## src/memsys_consts.svh

```systemverilog
`ifndef MEMSYS_CONSTS_SVH
`define MEMSYS_CONSTS_SVH

// ----------------------------------------
// Pipeline widths
// ----------------------------------------

`define MEMSYS_XLEN      64
`define MEMSYS_ADDR_W    64

// PC held by pipeline registers out of reset
`define MEMSYS_RESET_PC  64'h0000_0000_8000_0000

// ----------------------------------------
// Data RAM
// ----------------------------------------

`define MEMSYS_RAM_WORDS 256  // 64-bit words
`define MEMSYS_RAM_WAIT  1    // Extra access cycles before pready

`endif

```

## src/memsys_pkg.sv

```systemverilog
`default_nettype none

`include "memsys_consts.svh"

package memsys_pkg;

    // Access size, log2 of the byte count
    typedef enum logic [1:0] {
        MEM_B = 2'd0,
        MEM_H = 2'd1,
        MEM_W = 2'd2,
        MEM_D = 2'd3
    } mem_size_e;

    // Register result source
    typedef enum logic [1:0] {
        RF_ALU  = 2'd0,
        RF_LOAD = 2'd1,
        RF_PC4  = 2'd2
    } rf_src_e;

    typedef struct packed {
        logic      ena;          // Access requested
        logic      wen;          // Store
        mem_size_e size;
        logic      unsigned_ld;  // Zero-extend load
    } mem_ctl_t;

    // ----------------------------------------
    // Stage bundles
    // ----------------------------------------

    typedef struct packed {
        logic                      valid;
        logic [`MEMSYS_ADDR_W-1:0] pc;
        logic [31:0]               inst;
        logic [`MEMSYS_XLEN-1:0]   alu_result;  // Address for loads and stores
        logic [`MEMSYS_XLEN-1:0]   rf_rdata2;   // Store data
        mem_ctl_t                  ctl;
        rf_src_e                   rf_src;
        logic                      rf_we;
        logic [4:0]                rf_waddr;
        logic                      sys;
    } ex_mem_t;

    typedef struct packed {
        logic                      valid;
        logic [`MEMSYS_ADDR_W-1:0] pc;
        logic [31:0]               inst;
        logic [`MEMSYS_XLEN-1:0]   alu_result;
        logic [`MEMSYS_XLEN-1:0]   load_data;
        rf_src_e                   rf_src;
        logic                      rf_we;
        logic [4:0]                rf_waddr;
        logic                      sys;
    } mem_wb_t;

    typedef struct packed {
        logic                      valid;
        logic [`MEMSYS_ADDR_W-1:0] pc;
        logic [31:0]               inst;
        logic                      rf_we;
        logic [4:0]                rf_waddr;
        logic [`MEMSYS_XLEN-1:0]   rf_wdata;
        logic                      sys;
    } commit_t;

    // APB master request, responses travel separately
    typedef struct packed {
        logic                       psel;
        logic                       penable;
        logic                       pwrite;
        logic [`MEMSYS_ADDR_W-1:0]  paddr;
        logic [`MEMSYS_XLEN-1:0]    pwdata;
        logic [`MEMSYS_XLEN/8-1:0]  pstrb;
    } apb_req_t;

endpackage

`default_nettype wire

```

## src/mem_wb_reg.sv

```systemverilog
`default_nettype none

`include "memsys_consts.svh"

module mem_wb_reg
    import memsys_pkg::*;
(
    input  logic                    clk,
    input  logic                    rst,
    input  ex_mem_t                 ex_mem_q,
    input  logic                    stall,
    input  logic                    mem_done,
    input  logic [`MEMSYS_XLEN-1:0] load_data,
    output commit_t                 commit
);

    localparam logic [`MEMSYS_ADDR_W-1:0] PC_STEP = 4;

    mem_wb_t wb_q;

    always_ff @(posedge clk) begin
        if (rst) begin
            wb_q.valid      <= 1'b0;
            wb_q.pc         <= `MEMSYS_RESET_PC;
            wb_q.inst       <= '0;
            wb_q.alu_result <= '0;
            wb_q.load_data  <= '0;
            wb_q.rf_src     <= RF_ALU;
            wb_q.rf_we      <= 1'b0;
            wb_q.rf_waddr   <= '0;
            wb_q.sys        <= 1'b0;
        end else begin
            wb_q.valid      <= ex_mem_q.valid && !stall;  // Bubble while stalled
            wb_q.pc         <= ex_mem_q.pc;
            wb_q.inst       <= ex_mem_q.inst;
            wb_q.alu_result <= ex_mem_q.alu_result;
            wb_q.load_data  <= mem_done ? load_data : '0;
            wb_q.rf_src     <= ex_mem_q.rf_src;
            wb_q.rf_we      <= ex_mem_q.valid && ex_mem_q.rf_we && !stall;
            wb_q.rf_waddr   <= ex_mem_q.rf_waddr;
            wb_q.sys        <= ex_mem_q.sys;
        end
    end

    // ----------------------------------------
    // Writeback select
    // ----------------------------------------

    always_comb begin
        commit.valid    = wb_q.valid;
        commit.pc       = wb_q.pc;
        commit.inst     = wb_q.inst;
        commit.rf_we    = wb_q.rf_we && (wb_q.rf_waddr != 5'd0);  // x0 never written
        commit.rf_waddr = wb_q.rf_waddr;
        commit.sys      = wb_q.sys;
        case (wb_q.rf_src)
            RF_LOAD: commit.rf_wdata = wb_q.load_data;
            RF_PC4:  commit.rf_wdata = wb_q.pc + PC_STEP;
            default: commit.rf_wdata = wb_q.alu_result;
        endcase
    end

endmodule

`default_nettype wire

```

## config.mk

```make
export PLATFORM = sky130hd
export DESIGN_NAME = mem_wb_reg
export DESIGN_NICKNAME = d
export VERILOG_FILES = /design/src/memsys_pkg.sv /design/src/mem_wb_reg.sv
export VERILOG_INCLUDE_DIRS = /design/src
export SDC_FILE = /design/constraint.sdc
export NUM_CORES = 1
export LEC_CHECK = 0
export BUFFER_PORTS_ARGS = -buffer_cell sky130_fd_sc_hd__buf_2
export CAP_MARGIN = 5
export CORE_AREA = 4 4 183 185
export CTS_CLUSTER_SIZE = 12
export DETAILED_ROUTE_END_ITERATION = 8
export DIE_AREA = 0 0 187 189
export PLACE_DENSITY_LB_ADDON = 0.12
export SLEW_MARGIN = 20
export SYNTH_ARGS = -nofsm -noshare
export SYNTH_HDL_FRONTEND = slang
export SYNTH_SLANG_ARGS = --single-unit
```

## constraint.sdc

```tcl
create_clock -name clk -period 4.45 [get_ports clk]
set_input_delay 0 -clock clk [delete_from_list [all_inputs] [get_ports clk]]
set_output_delay 0 -clock clk [all_outputs]
set_load 0.02 [all_outputs]
```

==> summary.txt <==
Setup path
  – Worst setup path start: commit[105]
  – Critical path type: register to output pin
  – CP top delay family: simple AND/OR/NAND/NOR gates
  – Levels on crit path: 7
  – Crit-path max FO: 17
  – CP Capture Type: output pin
  – CP Buf/Inv Count: 1
  – CP required: between 4 and 5 ns
  – CP startpoint kind: register
  – CP max stage cell: nand4_2
  – CP peak stage delay: approximately 0.75 ns
  – CP arrival: about 3.7 ns
  – Crit-path cells: nand4_1 > nor3_1 > nand4_2 > nor4_1 > xnor2_1 > o21ai_0 > buf_2

STA
  – Final setup fails: 0
  – Tmin final: 3.73 ns
  – Slew @ Worst Pin: about 1 ns
  – RSZ-0062 raised after global routing: false
  – Hold_ws: -0.0274 ns
  – Final Max Slew Viols: 0
  – Setup TNS: 0 ns
  – Fmax: approximately 270 MHz
  – Fin crit share: 0.839
  – Fin. Hold Viols: 10
  – Slew headroom: 0.315

Finish
  – Design area: between 10000 and 15000 µm²
  – Share of layout cells above drive strength 1: 0.308
  – Layout Cells excl Fill: between 1.5k and 2k
  – Layout Nets: 1814
  – Area delta synth->final: 51.9%

Clock network
  – TritonCTS Buffers: 27
  – Cts hold-fix bufs: between 200 and 250
  – Htree depth: 1
  – CTS tree: built
  – Post-CTS Setup Bufs: 0
  – Clock transition at the registers of the reported paths: 0.06 ns
  – Clk sinks: around 230
  – Clock buffer depth: 3
  – Post-cts resize count: 0
  – Root buffer cell: clkbuf_16

Placement
  – Dpl cells: about 1.6k
  – Final HPWL DP: between 20000 and 25000 µm
  – Area after detailed placement: 11000 µm²
  – IO Port Bufs: 405
  – Gpl congestion: approximately 0.75

Die
  – FP Rows: 66
  – CORE AREA: 32000 µm²
  – # IOs: ~480
  – Die area: between 30000 and 40000 µm²
  – Chip Width: about 190 µm
  – Die H: about 190 µm
  – Starting Density: 0.293

Synthesis
  – Mapped Nets: about 1.3k
  – Post-synth EDFFs: 0
  – Asr flop ratio synth: 0
  – Most common flop cell mapped by yosys: dfxtp_1
  – Area leader, netlist: dfxtp_1
  – Yosys reg bits: approximately 230
  – Post-synthesis cell type count: 39
  – Commonest cells post-synth: dfxtp_1, nor2b_1, buf_4
  – Synth top area share: 0.499
  – Register area share after synthesis: 0.499
  – Post-synthesis area per instance: approximately 9.6 µm²
  – YS warnings: 0
  – Cells after Synth: approximately 1000
  – Largest cells by area after synthesis: dfxtp_1, nor2b_1, buf_4
  – Synthesized cell area: 9390 µm²
  – Top-count cell post-synth: dfxtp_1

Power
  – Maximum vdd drop: between 200 and 300 µV
  – Leak Pwr: about 6.3 nW
  – PD cells: 362 nW/µm²

Routing
  – DR vias: a little over 8k
  – WL/cell: around 17 µm
  – ANT nets after route: 0
  – Initial drt markers: between 200 and 300
  – Via density: roughly 4.3
  – Final wirelength: between 30000 and 40000 µm
  – Drt pass-1 iters: 4
  – # DRC: 0

Global routing
  – GRT Resource Usage Total: 0.175
  – First-pass GRT wire length: between 40000 and 50000 µm
  – Largest net degree at the start of global routing: a little over 100
  – Initial antenna violation count: 2
  – Gr ovfl total: 0
  – Vias in the first global route: roughly 8.7k

Min path
  – Worst hold path cell count: 2
  – Hold wc startpoint: rst
  – Min-Delay Path Class: input pin to register

Run status
  – Failing checks: hold timing
  – Status: complete, but fails checks

Run
  – Max-Cap Viols: 0
==> power breakdown <==
part / internal [mW] / total, mW / switching [mW]
sequential: 2.20 / 2.26 / 0.0621
clock: 1.31 / 2.15 / 0.847
combinational: 0.378 / 0.753 / 0.374
total: 3.89 / 5.17 / 1.28
==> path summary, 6_finish.rpt <==
kind / to / slack (ns)
max: commit[60] / 0.72
min: wb_q[85] / -0.03
==> cell type report <==
cell class | count | area [µm²]
antenna | 1 | 2.50
clock buffer | 41 | 818
clock inverter | 3 | 43.8
fill | 3163 | 17800
inverter | 19 | 71.3
multi-input combinational | 575 | 3700
sequential | 234 | 4680
tap | 408 | 510
timing repair buffer | 647 | 4440
==> per-stage QoR <==
stage	power (mW)	utilization	worst slack (ns)
final	5.17	0.445	0.718
after global routing	5.41	0.445	0.369
after CTS	5.26	0.445	0.664
after detailed placement	2.90	0.345	1.27
after global placement	2.90	0.345	1.34
after floorplan	2.69	-	2.17
==> flip-flops by register name, indices dropped and copies added, names as in the netlist <==
register and flops:
commit 103, wb_q 131
==> routing by layer <==
layer  vias up  wire length (µm)  GRT usage
met5         -                 7          0
met4         2               630     0.0418
met3        43              1960     0.0391
met2       255             15700      0.307
met1      3810             13800      0.219
li1       4178                 -          -
==> placed cells by master, fill, tap and decap left out, types with 3 or more instances in the layout <==
cell	netlist	layout
buf_2	1	404
nand3_1	22	22
buf_4	103	7
inv_1	19	19
nor2b_1	172	170
xor2_1	22	22
and2_1	65	65
nor4_1	9	8
nor2_1	21	21
clkbuf_8	0	9
or3_1	4	4
clkbuf_16	0	27
nor3_2	3	3
and3_1	4	4
clkbuf_1	47	5
a21oi_1	7	7
a221oi_1	7	7
dfxtp_1	234	234
nor3_1	18	18
o21ai_0	51	51
xnor2_1	38	38
nand2_1	38	38
o21ai_1	4	4
nand4_1	15	15
dlygate4sd3_1	0	235
a22oi_1	55	55
==> cells by family after synthesis <==
kind of cell             share of synthesized area
flip-flops                                   0.499
adder cells (fa/ha/maj)                    0.00400
XOR/XNOR                                    0.0560
AO/OA/AOI/OAI                               0.0862
AND/OR/NAND/NOR                              0.244
buffers and inverters                        0.111
No activity file was read; power rests on OpenSTA's default activity.
