==> src/memsys_consts.svh <==
`ifndef MEMSYS_CONSTS_SVH
`define MEMSYS_CONSTS_SVH

// ----------------------------------------
// Pipeline widths
// ----------------------------------------

`define MEMSYS_XLEN      64
`define MEMSYS_ADDR_W    64

// PC held by pipeline registers out of reset
`define MEMSYS_RESET_PC  64'h0000_0000_8000_0000

// ----------------------------------------
// Data RAM
// ----------------------------------------

`define MEMSYS_RAM_WORDS 256  // 64-bit words
`define MEMSYS_RAM_WAIT  1    // Extra access cycles before pready

`endif

==> src/memsys_pkg.sv <==
`default_nettype none

`include "memsys_consts.svh"

package memsys_pkg;

    // Access size, log2 of the byte count
    typedef enum logic [1:0] {
        MEM_B = 2'd0,
        MEM_H = 2'd1,
        MEM_W = 2'd2,
        MEM_D = 2'd3
    } mem_size_e;

    // Register result source
    typedef enum logic [1:0] {
        RF_ALU  = 2'd0,
        RF_LOAD = 2'd1,
        RF_PC4  = 2'd2
    } rf_src_e;

    typedef struct packed {
        logic      ena;          // Access requested
        logic      wen;          // Store
        mem_size_e size;
        logic      unsigned_ld;  // Zero-extend load
    } mem_ctl_t;

    // ----------------------------------------
    // Stage bundles
    // ----------------------------------------

    typedef struct packed {
        logic                      valid;
        logic [`MEMSYS_ADDR_W-1:0] pc;
        logic [31:0]               inst;
        logic [`MEMSYS_XLEN-1:0]   alu_result;  // Address for loads and stores
        logic [`MEMSYS_XLEN-1:0]   rf_rdata2;   // Store data
        mem_ctl_t                  ctl;
        rf_src_e                   rf_src;
        logic                      rf_we;
        logic [4:0]                rf_waddr;
        logic                      sys;
    } ex_mem_t;

    typedef struct packed {
        logic                      valid;
        logic [`MEMSYS_ADDR_W-1:0] pc;
        logic [31:0]               inst;
        logic [`MEMSYS_XLEN-1:0]   alu_result;
        logic [`MEMSYS_XLEN-1:0]   load_data;
        rf_src_e                   rf_src;
        logic                      rf_we;
        logic [4:0]                rf_waddr;
        logic                      sys;
    } mem_wb_t;

    typedef struct packed {
        logic                      valid;
        logic [`MEMSYS_ADDR_W-1:0] pc;
        logic [31:0]               inst;
        logic                      rf_we;
        logic [4:0]                rf_waddr;
        logic [`MEMSYS_XLEN-1:0]   rf_wdata;
        logic                      sys;
    } commit_t;

    // APB master request, responses travel separately
    typedef struct packed {
        logic                       psel;
        logic                       penable;
        logic                       pwrite;
        logic [`MEMSYS_ADDR_W-1:0]  paddr;
        logic [`MEMSYS_XLEN-1:0]    pwdata;
        logic [`MEMSYS_XLEN/8-1:0]  pstrb;
    } apb_req_t;

endpackage

`default_nettype wire

==> src/ex_mem_reg.sv <==
`default_nettype none

`include "memsys_consts.svh"

module ex_mem_reg
    import memsys_pkg::*;
(
    input  logic    clk,
    input  logic    rst,
    input  logic    ena,
    input  ex_mem_t ex_in,
    output ex_mem_t ex_mem_q
);

    always_ff @(posedge clk) begin
        if (rst) begin
            ex_mem_q.valid           <= 1'b0;
            ex_mem_q.pc              <= `MEMSYS_RESET_PC;
            ex_mem_q.inst            <= '0;
            ex_mem_q.alu_result      <= '0;
            ex_mem_q.rf_rdata2       <= '0;
            ex_mem_q.ctl.ena         <= 1'b0;
            ex_mem_q.ctl.wen         <= 1'b0;
            ex_mem_q.ctl.size        <= MEM_B;
            ex_mem_q.ctl.unsigned_ld <= 1'b0;
            ex_mem_q.rf_src          <= RF_ALU;
            ex_mem_q.rf_we           <= 1'b0;
            ex_mem_q.rf_waddr        <= '0;
            ex_mem_q.sys             <= 1'b0;
        end else if (ena) begin
            ex_mem_q <= ex_in;
        end
        // Holds while a memory access is pending
    end

endmodule

`default_nettype wire

==> config.mk <==
export PLATFORM = sky130hd
export DESIGN_NAME = ex_mem_reg
export DESIGN_NICKNAME = d
export VERILOG_FILES = /design/src/memsys_pkg.sv /design/src/ex_mem_reg.sv
export VERILOG_INCLUDE_DIRS = /design/src
export SDC_FILE = /design/constraint.sdc
export NUM_CORES = 1
export LEC_CHECK = 0
export BUFFER_PORTS_ARGS = -buffer_cell sky130_fd_sc_hd__buf_2
export CORE_AREA = 2 2 185 187
export DETAILED_ROUTE_END_ITERATION = 7
export DIE_AREA = 0 0 187 189
export GPL_TIMING_DRIVEN = 0
export SLEW_MARGIN = 20
export SYNTH_ARGS = -nofsm -noshare
export SYNTH_HDL_FRONTEND = slang
export SYNTH_SLANG_ARGS = --single-unit
==> constraint.sdc <==
create_clock -name clk -period 1.38 [get_ports clk]
set_clock_uncertainty 0.05 [all_clocks]
set_input_delay 0.276 -clock clk [delete_from_list [all_inputs] [get_ports clk]]
set_output_delay 0.276 -clock clk [all_outputs]
set_load 0.02 [all_outputs]
==> results_dict.tcl, run 1 <==
set metrics [dict create \
    outcome "finished, violations left" \
    violations "negative setup slack" \
    p_switching_mw 4.68 \
    cts_buffers 26 \
    fp.coreArea_um2 33300 \
    holdPathStages 3 \
    final_core_util 0.482 \
    setup_total_negative_slack_ns -0.000696 \
    power.share.combinational 0.180 \
    track_usage 0.163 \
    min_period_ns 1.38 \
    worstPathCellList "buf_6" \
    crit_type "flip-flop to primary output" \
    antennaDiodeCount 0 \
    grt_pass1_vias 8947 \
    crit_fanout 2 \
    drc_errors 0 \
    cts.sinks 239 \
    ys.warnings.count 0 \
    routedWlPerCell_um 16.1 \
    cp_slowest_cell "dfxtp_1" \
    p_seq_frac 0.407 \
    synth_cell_types 12 \
    htreeDepth 1 \
    clockBufferDepth 3 \
    synth_nets 1013 \
    grt_pass1_wl_um 46800 \
    powerDensity_nw_per_um2 1170 \
    slew-limit-headroom 0.548 \
    viasPerCell 4.20 \
    syn_area_um2 8690 \
    drtAntennaViolNets 0 \
    holdWs_ns 0.0760 \
    crit_arrival_ns 1.05 \
    clk_pin_slew_ns 0.06 \
    synth_area_per_cell_um2 11.3 \
    antenna_found_initial 0 \
    p_int_mw 14.1 \
    nets 1759 \
    fmax_mhz 724 \
    ys_seq_elements 239 \
    place_congestion 0.834 \
    required_ns 1.05 \
    end_kind "primary output" \
    cts_root_buf "clkbuf_16" \
    largest_register_ffs 239 \
    finalCritPeriodShare 1.00 \
    worst-r2r-setup-slack_ns 0.56 \
    synth.area.mux_share 0.274 \
    dieArea_um2 35300 \
    syn_inst 771 \
    dpl_cell_area_um2 11600 \
    crit_family "flip-flops" \
    drive_gt1_frac 0.448 \
    place_ws_ns -0.326 \
    drtPass1Iterations 4 \
    top_register "ex_mem_q" \
    floorplan.initialDensity 0.261 \
    synth_top_family_by_area "multiplexers" \
    p_leak_nw 7.91 \
    hold-path-endpoint "ex_mem_q[205]" \
    rows 67 \
    drv_cap 0 \
    setup_viol 1 \
    p_sw_frac 0.250 \
    rr_endpoint "ex_mem_q[133]" \
    r2r_cells 3 \
    drtIter0Drc 264 \
    syn_to_final_growth_pct 84.6 \
    r2r_start "ex_mem_q[133]" \
    die_w_um 187 \
    pin_count 481 \
    die_h_um 189 \
    worstPathBufferInverterCount 1 \
    hold_path_class "primary input to flip-flop" \
    finalHoldViolations 0 \
    final_common_cell "buf_2" \
    drt_wl_total_um 32000 \
    port_buffers 478 \
    synthSimpleGateAreaFrac 0.104 \
    min_from "ena" \
    report.final.slew_viol_count 0 \
    reg.largest.list "ex_mem_q: 239 flops" \
    finalWorstSetupSlack_ns -0.000696 \
    crit_cells 1 \
    dp_hpwl_um 20800 \
    mostFrequentLayoutCells "buf_2, dlygate4sd3_1, mux2i_1, nor2_1, buf_4" \
    peakVddDrop_uv 836 \
    synth_xor_area_frac 0 \
    synth_seq_area_share 0.551 \
    max_slew.worst_pin.slew_ns 0.678 \
    rsz0062_at_grt "true" \
    synth-compound-area-share 0.00101 \
    synthAdderAreaFrac 0 \
    clk_latency_ns 0.53 \
    cts_tree "done" \
    critPathLaunchType "flip-flop" \
    clock_power_share 0.413 \
    max_stage_delay_ns 0.38 \
    final_area_um2 16000 \
    via_count 8346 \
    grt_max_degree 14 \
    grt_overflow 0 \
]
metal layers:
metal | up-vias | wire length [µm] | track usage
li1 | 4047 | - | -
met2 | 324 | 16400 | 0.299
met5 | - | 0 | 0
met3 | 80 | 2050 | 0.0395
met1 | 3895 | 12400 | 0.183
met4 | 0 | 1140 | 0.0604
timing repair:
item,4_1_cts,5_1_grt
resized for setup,145,292
hold endpoints to repair,239,0
buffers inserted,0,1
endpoints found under the setup margin,115,203
hold buffers,239,0
power groups by stage:
stage	Sequential, mW	Clock, mW	Combinational (mW)
6_report	7.63	7.75	3.37
5_1_grt	7.67	8.21	3.57
4_1_cts	7.54	7.91	3.14
3_5_place_dp	7.66	0	2.48
3_3_place_gp	7.65	0	2.45
2_1_floorplan	8.17	0	0.964
how the worst max path moves through the flow:
stage / startpoint / to / slack (ns)
finish: ex_mem_q[145] / ex_mem_q[145] / -0.0007
floorplan: ena / ex_mem_q[205] / 0.29
global placement: rst / ex_mem_q[128] / -0.32
CTS: ex_mem_q[122] / ex_mem_q[122] / -0.007
global route: ex_mem_q[145] / ex_mem_q[145] / -0.05
detailed placement: rst / ex_mem_q[128] / -0.33
synth_stat cells:
library cell    n  share of area
dfxtp_1       239           0.55
mux2i_1       238           0.27
nor2_1        238           0.10
buf_12         22          0.051
buf_2          14         0.0081
clkbuf_1       10         0.0043
buf_1           3         0.0013
buf_4           2         0.0017
buf_6           2         0.0026
a211o_1         1         0.0010
buf_8           1         0.0017
nor2b_1         1        0.00072
worst min-delay path, cell delays in order:
cell and delay [ns]:
buf_6 0.13, nor2b_1 0.11, a211o_1 0.10
final cells by class:
| cell class | count | area (µm²) |
|---|---|---|
| flip-flops and latches | 239 | 4950 |
| plain buffers | 54 | 612 |
| multi-input cells | 478 | 3290 |
| repair buffers | 718 | 5660 |
| clock buffers | 35 | 746 |
| fillers | 2897 | 17200 |
| well taps | 448 | 561 |
| clock inverters | 13 | 219 |
kinds of logic (layout without fill, tap and decap cells):
| kind of cell | Yosys count | after routing |
|---|---|---|
| muxes | 238 | 238 |
| DFF | 239 | 239 |
| AOI/OAI and AO/OA | 1 | 1 |
| buffers and inverters | 54 | 820 |
| and+or+nand+nor | 239 | 239 |
stage by stage:
step	power (mW)	std cells
4_1_cts	18.6	1984
3_5_place_dp	10.1	1697
3_3_place_gp	10.1	1697
2_1_floorplan	9.13	771
5_1_grt	19.4	1985
6_report	18.7	1985
No activity file was read; power rests on OpenSTA's default activity.
==> inputs of run 2 (changes only) <==
PLACE_DENSITY_LB_ADDON = 0.25   (was default)
==> run 2 against run 1 <==
  * The run now ends clean
  * Worst hold slack got worse by 0.0039 ns
  * Via count fell by 1.2%
  * Utilization shrank 1.2 points
  * Combinational power shrank 3%
  * Register-to-register slack hardly changed
  * Maximum frequency rose by 0.56%
  * Flip-flop and latch count unchanged
  * Largest power group is now sequential cells
==> results_dict.tcl, run 2 (synthesis gave the netlist of run 1 again) <==
set metrics [dict create \
    outcome "finished, final reports clean" \
    setup_total_negative_slack_ns 0 \
    hold-path-endpoint "ex_mem_q[205]" \
    place_inst 1697 \
    pin_count 481 \
    grt_pass1_wl_um 47500 \
    min_from "ena" \
    min_period_ns 1.37 \
    max_stage_delay_ns 0.35 \
    finalCritPeriodShare 0.995 \
    largest_register_ffs 239 \
    cts.sinks 239 \
    nets 1759 \
    mostFrequentLayoutCells "buf_2, dlygate4sd3_1, mux2i_1, nor2_1, dfxtp_1" \
    final_common_cell "buf_2" \
    drv_cap 0 \
    rr_endpoint "ex_mem_q[205]" \
    dp_hpwl_um 21900 \
    top_register "ex_mem_q" \
    die_h_um 189 \
    rows 67 \
    crit_type "flip-flop to primary output" \
    seq_area_um2 4860 \
    place_congestion 0.783 \
    final_core_util 0.469 \
    crit_family "flip-flops" \
    peakVddDrop_uv 731 \
    slew-limit-headroom 0.610 \
    clk_latency_ns 0.52 \
    powerDensity_nw_per_um2 1150 \
    required_ns 1.05 \
    fp.coreArea_um2 33300 \
    critPathLaunchType "flip-flop" \
    finalHoldViolations 0 \
    max_slew.worst_pin.slew_ns 0.585 \
    floorplan.initialDensity 0.261 \
    reg.largest.list "ex_mem_q: 239 flops" \
    finalWorstSetupSlack_ns 0.00695 \
    viasPerCell 4.16 \
    grt_pass1_vias 8742 \
    worstPathCellList "buf_2" \
    clockBufferDepth 3 \
    grt_max_degree 13 \
    place_ws_ns -0.388 \
    r2r_cells 2 \
    p_leak_nw 7.78 \
    holdPathStages 3 \
    track_usage 0.168 \
    crit_arrival_ns 1.05 \
    cp_slowest_cell "dfxtp_1" \
    report.final.slew_viol_count 0 \
    rsz0062_at_grt "true" \
    multi_input_area_um2 3290 \
    nFillCells 3052 \
    setup_viol 0 \
    cts_buffers 27 \
    final_cells 1983 \
    end_kind "primary output" \
    clk_pin_slew_ns 0.06 \
    antenna_found_initial 1 \
    hold_path_class "primary input to flip-flop" \
    drtIter0Drc 215 \
    fmax_mhz 728 \
    htreeDepth 1 \
    holdWs_ns 0.0721 \
    port_buffers 478 \
    cts_root_buf "clkbuf_16" \
    cts_tree "done" \
    r2r_start "ex_mem_q[205]" \
    crit_fanout 2 \
    via_count 8250 \
    routedWlPerCell_um 15.9 \
    grt_overflow 0 \
    syn_to_final_growth_pct 79.8 \
    worst-r2r-setup-slack_ns 0.57 \
    drive_gt1_frac 0.402 \
    drtPass1Iterations 4 \
    drc_errors 0 \
    worstPathBufferInverterCount 1 \
    die_w_um 187 \
    drtAntennaViolNets 0 \
    cts_setup_buffers 0 \
    dieArea_um2 35300 \
    drt_wl_total_um 31500 \
]
[run 2: cell types whose count changed in the layout (fill, tap and decap cells not counted), sizes merged]
cell / delta
diode: +1
clkinv: -5
bufinv: -4
buf: -1
clkbuf: +7
[run 2: layout make-up]
type                    instances  share of cell area
clock buffers                  42              0.0501
flip-flops and latches        239               0.311
well taps                     448              0.0359
repair buffers                717               0.348
clock inverters                 4             0.00473
multi-input cells             478               0.211
plain buffers                  54              0.0392
diodes                          1            0.000160
[run 2: metrics by stage]
step                total power [mW]  area (µm²)
floorplan                       9.13        8690
global placement                10.1       11600
detailed placement              10.2       11600
CTS                             17.9       15200
global route                    18.7       15600
finish                          17.9       15600
[run 2: routing by layer]
layer  routed length (µm)  share of wire  vias to the layer above  GRT usage
met5                    0              0                        -          0
met4                 1420          0.045                        0     0.0812
met3                 2370          0.075                       80     0.0426
met2                15600           0.50                      373      0.307
met1                12000           0.38                     3742      0.180
li1                     -              -                     4055          -
[run 2: how the worst max path moves through the flow]
stage / startpoint / end / slack, ns / cells after the start
final: ex_mem_q[223] / ex_mem_q[223] / 0.007 / 1
after global routing: ex_mem_q[223] / ex_mem_q[223] / -0.04 / 1
after CTS: ex_mem_q[161] / ex_mem_q[161] / -0.002 / 1
after detailed placement: rst / ex_mem_q[166] / -0.39 / 4
after global placement: rst / ex_mem_q[169] / -0.38 / 4
after floorplan: ena / ex_mem_q[205] / 0.29 / 4
[run 2: report_power, final]
part	internal, mW	switching [mW]
Clock	4.23	2.81
Combinational	1.73	1.54
Sequential	7.34	0.247
Total	13.3	4.60
[run 2: what timing repair did]
action,4_1_cts,5_1_grt
hold buffers,239,0
hold endpoints to repair,239,0
resized for setup,114,192
setup endpoints to repair,84,157
