===== src/memsys_consts.svh =====
`ifndef MEMSYS_CONSTS_SVH
`define MEMSYS_CONSTS_SVH

// ----------------------------------------
// Pipeline widths
// ----------------------------------------

`define MEMSYS_XLEN      64
`define MEMSYS_ADDR_W    64

// PC held by pipeline registers out of reset
`define MEMSYS_RESET_PC  64'h0000_0000_8000_0000

// ----------------------------------------
// Data RAM
// ----------------------------------------

`define MEMSYS_RAM_WORDS 256  // 64-bit words
`define MEMSYS_RAM_WAIT  1    // Extra access cycles before pready

`endif


===== src/memsys_pkg.sv =====
`default_nettype none

`include "memsys_consts.svh"

package memsys_pkg;

    // Access size, log2 of the byte count
    typedef enum logic [1:0] {
        MEM_B = 2'd0,
        MEM_H = 2'd1,
        MEM_W = 2'd2,
        MEM_D = 2'd3
    } mem_size_e;

    // Register result source
    typedef enum logic [1:0] {
        RF_ALU  = 2'd0,
        RF_LOAD = 2'd1,
        RF_PC4  = 2'd2
    } rf_src_e;

    typedef struct packed {
        logic      ena;          // Access requested
        logic      wen;          // Store
        mem_size_e size;
        logic      unsigned_ld;  // Zero-extend load
    } mem_ctl_t;

    // ----------------------------------------
    // Stage bundles
    // ----------------------------------------

    typedef struct packed {
        logic                      valid;
        logic [`MEMSYS_ADDR_W-1:0] pc;
        logic [31:0]               inst;
        logic [`MEMSYS_XLEN-1:0]   alu_result;  // Address for loads and stores
        logic [`MEMSYS_XLEN-1:0]   rf_rdata2;   // Store data
        mem_ctl_t                  ctl;
        rf_src_e                   rf_src;
        logic                      rf_we;
        logic [4:0]                rf_waddr;
        logic                      sys;
    } ex_mem_t;

    typedef struct packed {
        logic                      valid;
        logic [`MEMSYS_ADDR_W-1:0] pc;
        logic [31:0]               inst;
        logic [`MEMSYS_XLEN-1:0]   alu_result;
        logic [`MEMSYS_XLEN-1:0]   load_data;
        rf_src_e                   rf_src;
        logic                      rf_we;
        logic [4:0]                rf_waddr;
        logic                      sys;
    } mem_wb_t;

    typedef struct packed {
        logic                      valid;
        logic [`MEMSYS_ADDR_W-1:0] pc;
        logic [31:0]               inst;
        logic                      rf_we;
        logic [4:0]                rf_waddr;
        logic [`MEMSYS_XLEN-1:0]   rf_wdata;
        logic                      sys;
    } commit_t;

    // APB master request, responses travel separately
    typedef struct packed {
        logic                       psel;
        logic                       penable;
        logic                       pwrite;
        logic [`MEMSYS_ADDR_W-1:0]  paddr;
        logic [`MEMSYS_XLEN-1:0]    pwdata;
        logic [`MEMSYS_XLEN/8-1:0]  pstrb;
    } apb_req_t;

endpackage

`default_nettype wire


===== src/mem_access.sv =====
`default_nettype none

`include "memsys_consts.svh"

module mem_access
    import memsys_pkg::*;
(
    input  logic                    clk,
    input  logic                    rst,
    input  ex_mem_t                 ex_mem_q,
    output apb_req_t                apb_req,
    input  logic [`MEMSYS_XLEN-1:0] prdata,
    input  logic                    pready,
    output logic                    stall,
    output logic                    mem_done,
    output logic [`MEMSYS_XLEN-1:0] load_data
);

    localparam int LANES = `MEMSYS_XLEN / 8;
    localparam int OFF_W = $clog2(LANES);

    typedef enum logic [1:0] {
        ST_IDLE,
        ST_SETUP,
        ST_ACCESS
    } state_e;

    state_e state_q;
    state_e state_d;
    state_e phase;  // Bus phase seen this cycle

    logic                    mem_op;
    logic [OFF_W-1:0]        byte_off;
    logic [OFF_W+2:0]        bit_shift;
    logic [LANES-1:0]        strb_base;
    logic [`MEMSYS_XLEN-1:0] rd_lane;
    logic                    ext_bit;

    assign mem_op    = ex_mem_q.valid && ex_mem_q.ctl.ena;
    assign byte_off  = ex_mem_q.alu_result[OFF_W-1:0];
    assign bit_shift = {byte_off, 3'b000};

    // ----------------------------------------
    // Transfer FSM
    // ----------------------------------------

    always_comb begin
        phase = state_q;
        if (state_q == ST_IDLE && mem_op)
            phase = ST_SETUP;  // Setup starts in the cycle the op arrives

        state_d = state_q;
        case (phase)
            ST_SETUP:  state_d = ST_ACCESS;
            ST_ACCESS: if (pready) state_d = ST_IDLE;
            default:   state_d = ST_IDLE;
        endcase
    end

    always_ff @(posedge clk) begin
        if (rst)
            state_q <= ST_IDLE;
        else
            state_q <= state_d;
    end

    assign mem_done = (phase == ST_ACCESS) && pready;
    assign stall    = mem_op && !mem_done;

    // ----------------------------------------
    // Store alignment
    // ----------------------------------------

    always_comb begin
        case (ex_mem_q.ctl.size)
            MEM_B: strb_base = LANES'(8'h01);
            MEM_H: strb_base = LANES'(8'h03);
            MEM_W: strb_base = LANES'(8'h0f);
            MEM_D: strb_base = LANES'(8'hff);
        endcase
    end

    always_comb begin
        apb_req.psel    = (phase != ST_IDLE);
        apb_req.penable = (phase == ST_ACCESS);
        apb_req.pwrite  = ex_mem_q.ctl.wen;
        apb_req.paddr   = ex_mem_q.alu_result;
        apb_req.pwdata  = ex_mem_q.rf_rdata2 << bit_shift;
        apb_req.pstrb   = ex_mem_q.ctl.wen ? (strb_base << byte_off) : '0;  // No strobes on reads
    end

    // ----------------------------------------
    // Load extraction
    // ----------------------------------------

    assign rd_lane = prdata >> bit_shift;

    always_comb begin
        case (ex_mem_q.ctl.size)
            MEM_B: ext_bit = rd_lane[7];
            MEM_H: ext_bit = rd_lane[15];
            MEM_W: ext_bit = rd_lane[31];
            MEM_D: ext_bit = rd_lane[63];
        endcase
        if (ex_mem_q.ctl.unsigned_ld)
            ext_bit = 1'b0;

        case (ex_mem_q.ctl.size)
            MEM_B: load_data = {{(`MEMSYS_XLEN-8){ext_bit}}, rd_lane[7:0]};
            MEM_H: load_data = {{(`MEMSYS_XLEN-16){ext_bit}}, rd_lane[15:0]};
            MEM_W: load_data = {{(`MEMSYS_XLEN-32){ext_bit}}, rd_lane[31:0]};
            MEM_D: load_data = rd_lane;
        endcase
    end

endmodule

`default_nettype wire


===== config.mk =====
export PLATFORM = sky130hd
export DESIGN_NAME = mem_access
export DESIGN_NICKNAME = d
export VERILOG_FILES = /design/src/memsys_pkg.sv /design/src/mem_access.sv
export VERILOG_INCLUDE_DIRS = /design/src
export SDC_FILE = /design/constraint.sdc
export NUM_CORES = 1
export LEC_CHECK = 0
export ABC_AREA = 1
export CORE_AREA = 2 2 198 200
export CTS_CLUSTER_DIAMETER = 200
export CTS_CLUSTER_SIZE = 20
export DETAILED_ROUTE_END_ITERATION = 10
export DIE_AREA = 0 0 200 202
export DONT_BUFFER_PORTS = 1
export PLACE_DENSITY_LB_ADDON = 0.12
export SLEW_MARGIN = 40
export SYNTH_ARGS = -nofsm -noshare
export SYNTH_HDL_FRONTEND = slang
export SYNTH_SLANG_ARGS = --single-unit

===== constraint.sdc =====
create_clock -name clk -period 1.49 [get_ports clk]
set_input_delay 0.149 -clock clk [delete_from_list [all_inputs] [get_ports clk]]
set_output_delay 0.149 -clock clk [all_outputs]
set_load 0.05 [all_outputs]

==> impl_metrics.csv, run 1 <==
group,metric,value,unit
status,status,"complete, but fails checks",
status,failed_checks,"negative setup slack",
worst_setup_path,crit_top_cell,"nand3_2",
sta,setup_viol,65,
sta,slew_viol_final,0,
routing,drt_iter0_markers,301,
worst_setup_path,crit_chain,"clkinv_16 > nand2_1 > nand3_2 > nand3_4 > nand3_2 > nand2_2 > inv_4 > o211ai_4 > buf_12 > clkbuf_16 > a21oi_4",
placement,place_congestion,0.792,
worst_setup_path,worstSetupEndpointType,"output port",
sta,clock_skew,0,ps
routing,wl,31100,um
worst_setup_path,path_max_fanout,139,
worst_setup_path,cp.arrival,1590,ps
placement,portBuffers,0,
global_routing,grt_pass1_vias,6381,
power_and_ir_drop,power_frac_comb,99.3,%
worst_setup_path,ff2ff_setup_slack,640,ps
synthesis,ys.flop_type,"dfxtp_1",
power_and_ir_drop,power,4610,uW
routing,vias,6309,
worst_setup_path,rr_endpoint,"state_q[1]$_SDFFE_PP0P_",
worst_setup_path,crit_path_start_kind,"input port",
synthesis,ys_seq_elements,1,
sta,finalWorstSetupSlack,-247,ps
worst_setup_path,critPathRequiredTime,1340,ps
cells_and_area,fin_nets,1301,
sta,worst_slew_pin_slew,546,ps
cells_and_area,largest_reg_flops,1,
global_routing,grt_max_degree,140,
synthesis,synth_seq_area_share,0.428,%
sta,slew_headroom,63.5,%
routing,vias_per_cell,4.19,
synthesis,syn-cell-area,4670,um2
synthesis,synthCells,914,
cells_and_area,fin_area,9270,um2
routing,drc_errors,0,
floorplan,row_count,72,
min_path,hold_path.startpoint,"rst",
power_and_ir_drop,clkPwrFrac,0,%
worst_setup_path,reg2reg_depth,4,
sta,clock.fmax,0.576,GHz
power_and_ir_drop,power_leakage,0.00381,uW
routing,wl_met2,14900,um
synthesis,syn-num-nets,1225,
routing,wl_per_cell,20.6,um
sta,rsz0062_at_grt,"yes",
synthesis,syn_area_per_cell,5.11,um2
cells_and_area,final_util,24.2,%
global_routing,antenna_found_initial,1,
floorplan,boundaryPins,511,
placement,placedInstanceArea,8140,um2
routing,final_antenna_net_count,0,
worst_setup_path,critical_path.top_delay_family,"buffers and inverters",
floorplan,initial_core_util,12.2,%
synthesis,ys_async_sr_fraction,0,%
worst_setup_path,cp_num_buf_inv,4,
global_routing,grt_overflow,0,
synthesis,ys_types,37,
routing,met1Wirelength,12800,um
global_routing,grt_pass1_wl,44200,um
min_path,worst_hold_path.endpoint,"state_q[1]$_SDFFE_PP0P_",
cells_and_area,largest-register,"state_q",
floorplan,dieHeight,202,um
synthesis,synth_edf_count,0,
routing,wl_met3,2940,um
clock_tree,clk_pin_slew,0,ps
floorplan,die_w,200,um
sta,report.final.hold_viol_count,0,
sta,min_period,1740,ps
worst_setup_path,max_stage_delay,340,ps
cells_and_area,final_common_cell,"nand2_1",
power_and_ir_drop,powerDensity,497,nW/um2
placement,place_ws,-468,ps
placement,dp_hpwl,25100,um
cells_and_area,drive_gt1_share,46.3,%
routing,top_layer_used,"met4",
cells_and_area,reg.largest.list,"state_q x1",
global_routing,track_usage,14.5,%
synthesis,yosysWarnings,0,
power_and_ir_drop,p_sw,2710,uW
sta,fin_tns_setup,-10180,ps
power_and_ir_drop,p_seq_share,0.7,%
min_path,whs_path_depth,1,
min_path,hp-class,"input port to register",
power_and_ir_drop,swShare,58.8,%
clock_tree,clk_latency,0,ps
power_and_ir_drop,irDropWorstVdd,0.210,mV
routing,dr.pass1.iters,4,
power_and_ir_drop,intPower,1900,uW
run,cap_violations,0,
sta,finalCritPeriodShare,117,%
floorplan,fp.dieArea,40400,um2
worst_setup_path,path_class,"input port to output port",
cells_and_area,areaGrowthSynthToFinish,98.4,%
worst_setup_path,r2r_start,"state_q[1]$_SDFFE_PP0P_",
cells_and_area,final_cell_mix,"nand2_1, buf_12, buf_4",
floorplan,core_area,38300,um2
worst_setup_path,critPathSlowestCell,"a21oi_4",
## per-layer routing
metal,global-route usage (%),up-vias
met3,4.57,30
li1,-,3098
met2,25.0,242
met1,18.0,2939
met4,2.04,0
met5,0,-
## Yosys cell counts (2+ instances only)
| master | instances | area share [%] |
|---|---|---|
| clkbuf_1 | 28 | 2.2 |
| nor3_1 | 5 | 0.54 |
| inv_1 | 54 | 4.3 |
| a21oi_1 | 26 | 2.8 |
| a21oi_2 | 30 | 5.6 |
| buf_6 | 8 | 1.9 |
| buf_1 | 15 | 1.2 |
| nand3_2 | 3 | 0.64 |
| nor2_1 | 63 | 5.1 |
| buf_4 | 66 | 11 |
| o22ai_1 | 3 | 0.40 |
| ha_1 | 5 | 1.3 |
| o211ai_1 | 10 | 1.6 |
| buf_2 | 23 | 2.5 |
| o221ai_1 | 7 | 1.3 |
| a22oi_1 | 6 | 0.96 |
| mux2i_1 | 30 | 6.4 |
| o21ai_1 | 6 | 0.64 |
| o21ai_0 | 103 | 11 |
| nand2_1 | 318 | 26 |
| o21a_1 | 2 | 0.32 |
| nand3_1 | 88 | 9.4 |
## worst max path at each step
stage,depth (start not counted),slack (ps),start,endpoint
4_1_cts,10,-210,ex_mem_q[10],load_data[50]
5_1_grt,10,-260,ex_mem_q[10],load_data[34]
3_5_place_dp,11,-470,ex_mem_q[78],load_data[32]
3_3_place_gp,11,-440,ex_mem_q[78],load_data[32]
2_1_floorplan,9,-180,ex_mem_q[78],load_data[35]
6_report,11,-250,ex_mem_q[78],load_data[60]
## area by class of cell
type / instances / area [um2]
well taps: 518 / 648
flip-flops and latches: 1 / 20.0
diodes: 1 / 2.50
repair buffers: 213 / 3270
inverters: 57 / 269
fillers: 4267 / 29000
multi-input cells: 716 / 5050
repair inverters: 1 / 16.3
## stage by stage
| stage | hold slack, ps | std cells |
|---|---|---|
| CTS | 243 | 1489 |
| detailed placement | 243 | 1480 |
| global route | 248 | 1506 |
| finish | 238 | 1507 |
| floorplan | 228 | 914 |
| global placement | 237 | 1480 |
## cell families after synthesis
logic type / after synthesis / share of synthesized area [%]
AOI/OAI and AO/OA: 198 / 26.1
adders and majority gates: 5 / 1.34
buffers and inverters: 197 / 23.1
muxes: 30 / 6.43
DFF: 1 / 0.428
and+or+nand+nor: 483 / 42.7
## power groups by stage
| stage | combinational (uW) | clock [uW] | sequential, uW |
|---|---|---|---|
| finish | 4580 | 0.0000900 | 30.7 |
| global route | 4830 | 0 | 31.0 |
| CTS | 4410 | 0 | 30.7 |
| detailed placement | 4210 | 0 | 30.7 |
| global placement | 4210 | 0 | 30.5 |
| floorplan | 3170 | 0 | 30.3 |
## what timing repair did
action | CTS | global route
pin swaps | 25 | 35
endpoints found under the setup margin | 107 | 76
cloned | 2 | 4
hold buffers | 0 | 0
resized for setup | 86 | 105
setup buffers | 8 | 14
hold endpoints to repair | 0 | 0
No activity file was read; power rests on OpenSTA's default activity.
==> run 2, diff against run 1 <==
--- a/config.mk
+++ b/config.mk
@@ -14,6 +14,7 @@
 export DIE_AREA = 0 0 200 202
 export DONT_BUFFER_PORTS = 1
 export PLACE_DENSITY_LB_ADDON = 0.12
+export SETUP_SLACK_MARGIN = 0.1
 export SLEW_MARGIN = 40
 export SYNTH_ARGS = -nofsm -noshare
 export SYNTH_HDL_FRONTEND = slang
==> constraint.sdc (replaced) <==
create_clock -name clk -period 1.5 [get_ports clk]
set_input_delay 0.15 -clock clk [delete_from_list [all_inputs] [get_ports clk]]
set_output_delay 0.15 -clock clk [all_outputs]
set_load 0.05 [all_outputs]
==> run 2 against run 1 <==
Net effect:
- the run still ends with negative setup slack left
- die area did not move
- design area rose by 1.9%
- largest cell class unchanged
- via count rose by 0.25%
- worst setup slack improved by 41 ps
- combinational power rose by 2%
- first-iteration DRC count rose by 24%
- power rose by 1.6%
- sequential cell count did not move
- sequential share of layout area barely moved
==> impl_metrics.csv, run 2 (synthesis gave the netlist of run 1 again) <==
group,metric,value,unit
status,status,"complete, but fails checks",
status,failed_checks,"negative setup slack",
worst_setup_path,reg2reg_depth,4,
placement,placedInstanceArea,8450,um2
cells_and_area,largest_reg_flops,1,
clock_tree,cts_hold_buf,0,
placement,place_congestion,0.759,
power_and_ir_drop,irDropWorstVdd,0.235,mV
cells_and_area,seq_area,20.0,um2
cells_and_area,diodes,0,
worst_setup_path,crit_chain,"clkinvlp_4 > ha_4 > inv_2 > nand3_2 > nand2_2 > inv_4 > buf_6 > o211ai_4 > buf_12 > a21oi_4",
min_path,worst_hold_path.endpoint,"state_q[1]$_SDFFE_PP0P_",
global_routing,grt_max_degree,139,
worst_setup_path,path_class,"input port to output port",
worst_setup_path,cp.arrival,1560,ps
global_routing,gr-usage-met2,25.2,%
floorplan,dieHeight,202,um
global_routing,use_met1,19.1,%
routing,dr.pass1.iters,5,
sta,rsz0062_at_grt,"yes",
routing,drt_iter0_markers,374,
global_routing,grt_overflow,0,
clock_tree,clk_latency,0,ps
cells_and_area,fin_area,9450,um2
sta,worst_slew_pin_slew,542,ps
clock_tree,clk_pin_slew,0,ps
power_and_ir_drop,power_leakage,0.00384,uW
worst_setup_path,path_max_fanout,19,
worst_setup_path,r2r_start,"state_q[1]$_SDFFE_PP0P_",
cells_and_area,multi_input_comb_area,5050,um2
routing,wl_per_cell,21.2,um
floorplan,boundaryPins,511,
floorplan,initial_core_util,12.2,%
floorplan,row_count,72,
placement,dp_hpwl,24200,um
run,cap_violations,0,
cells_and_area,areaGrowthSynthToFinish,102,%
cells_and_area,final_common_cell,"nand2_1",
sta,finalCritPeriodShare,114,%
worst_setup_path,max_stage_delay,360,ps
worst_setup_path,crit_path_start_kind,"input port",
cells_and_area,largest-register,"state_q",
global_routing,antenna_found_initial,0,
worst_setup_path,worstSetupEndpointType,"output port",
routing,final_antenna_net_count,0,
sta,finalWorstSetupSlack,-206,ps
worst_setup_path,critPathRequiredTime,1350,ps
cells_and_area,reg.largest.list,"state_q x1",
floorplan,core_area,38300,um2
worst_setup_path,ff2ff_setup_slack,640,ps
min_path,hp-class,"input port to register",
cells_and_area,final_cell_mix,"nand2_1, buf_12, nand3_1",
routing,drc_errors,0,
sta,slew_viol_final,0,
global_routing,grt_pass1_wl,45100,um
sta,clock_skew,0,ps
routing,vias,6325,
global_routing,track_usage,15.0,%
global_routing,grt_util_met3,4.59,%
sta,slew_headroom,63.8,%
cells_and_area,nFillCells,4184,
floorplan,fp.dieArea,40400,um2
global_routing,grt_pass1_vias,6393,
power_and_ir_drop,powerDensity,496,nW/um2
sta,report.final.hold_viol_count,0,
worst_setup_path,critPathSlowestCell,"a21oi_4",
min_path,hold_path.startpoint,"rst",
floorplan,die_w,200,um
sta,min_period,1710,ps
global_routing,busiest_layer,"met2",
min_path,whs_path_depth,1,
sta,setup_viol,60,
cells_and_area,drive_gt1_share,43.9,%
routing,vias_per_cell,4.20,
sta,whs,233,ps
routing,wl,32000,um
worst_setup_path,rr_endpoint,"state_q[1]$_SDFFE_PP0P_",
cells_and_area,fin_nets,1302,
placement,portBuffers,0,
sta,clock.fmax,0.586,GHz
[run 2: changes by cell type in the layout (fill, tap and decap cells not counted), sizes merged]
cell and change:
bufbuf +3, clkbuf -1, clkinv -2, diode -1
inv +1
[run 2: worst max-delay path by stage]
stage | start | to | slack (ps) | depth (start not counted)
3_5_place_dp | ex_mem_q[11] | load_data[51] | -230 | 7
4_1_cts | ex_mem_q[10] | load_data[54] | -200 | 10
2_1_floorplan | ex_mem_q[10] | load_data[32] | -140 | 9
6_report | ex_mem_q[10] | load_data[54] | -210 | 10
3_3_place_gp | ex_mem_q[78] | load_data[19] | -230 | 12
5_1_grt | ex_mem_q[10] | load_data[54] | -280 | 10
[run 2: area by class of cell]
class	count	area share, %
repair buffers	215	36.7
inverters	57	2.79
multi-input cells	716	53.4
well taps	518	6.86
flip-flops and latches	1	0.212
[run 2: routing by layer]
metal	share of wire, %	up-vias
met5	0	-
met4	1.6	0
met3	9.7	30
met2	47	252
met1	42	2935
li1	-	3108
[run 2: timing repair]
action | 4_1_cts | 5_1_grt
setup buffers | 8 | 3
pin swaps | 18 | 17
cloned | 7 | 3
gates resized for setup | 112 | 54
endpoints found under the hold margin | 0 | 0
setup endpoints to repair | 119 | 86
[run 2: stage by stage]
stage | TNS [ps] | power, uW | instances | worst slack [ps] | utilization, %
3_5_place_dp | -13610 | 4300 | 1486 | -232 | 22.1
2_1_floorplan | -6100 | 3270 | 914 | -135 | -
3_3_place_gp | -12750 | 4310 | 1486 | -227 | 22.1
5_1_grt | -10740 | 4940 | 1507 | -275 | 24.7
4_1_cts | -8120 | 4650 | 1501 | -201 | 23.9
6_report | -6790 | 4690 | 1507 | -206 | 24.7
[run 2: power by group]
part | total, uW | switching (uW) | internal [uW]
combinational | 4660 | 2720 | 1930
sequential | 30.3 | 1.22 | 29.1
clock | 0 | 0 | 0
total | 4690 | 2730 | 1960
[run 2: critical path, delay by kind of cell]
family                     cells  cell delay, ps
AOI/OAI and AO/OA              2             460
adders and majority gates      1             280
buffers and inverters          5             500
and+or+nand+nor                2             130
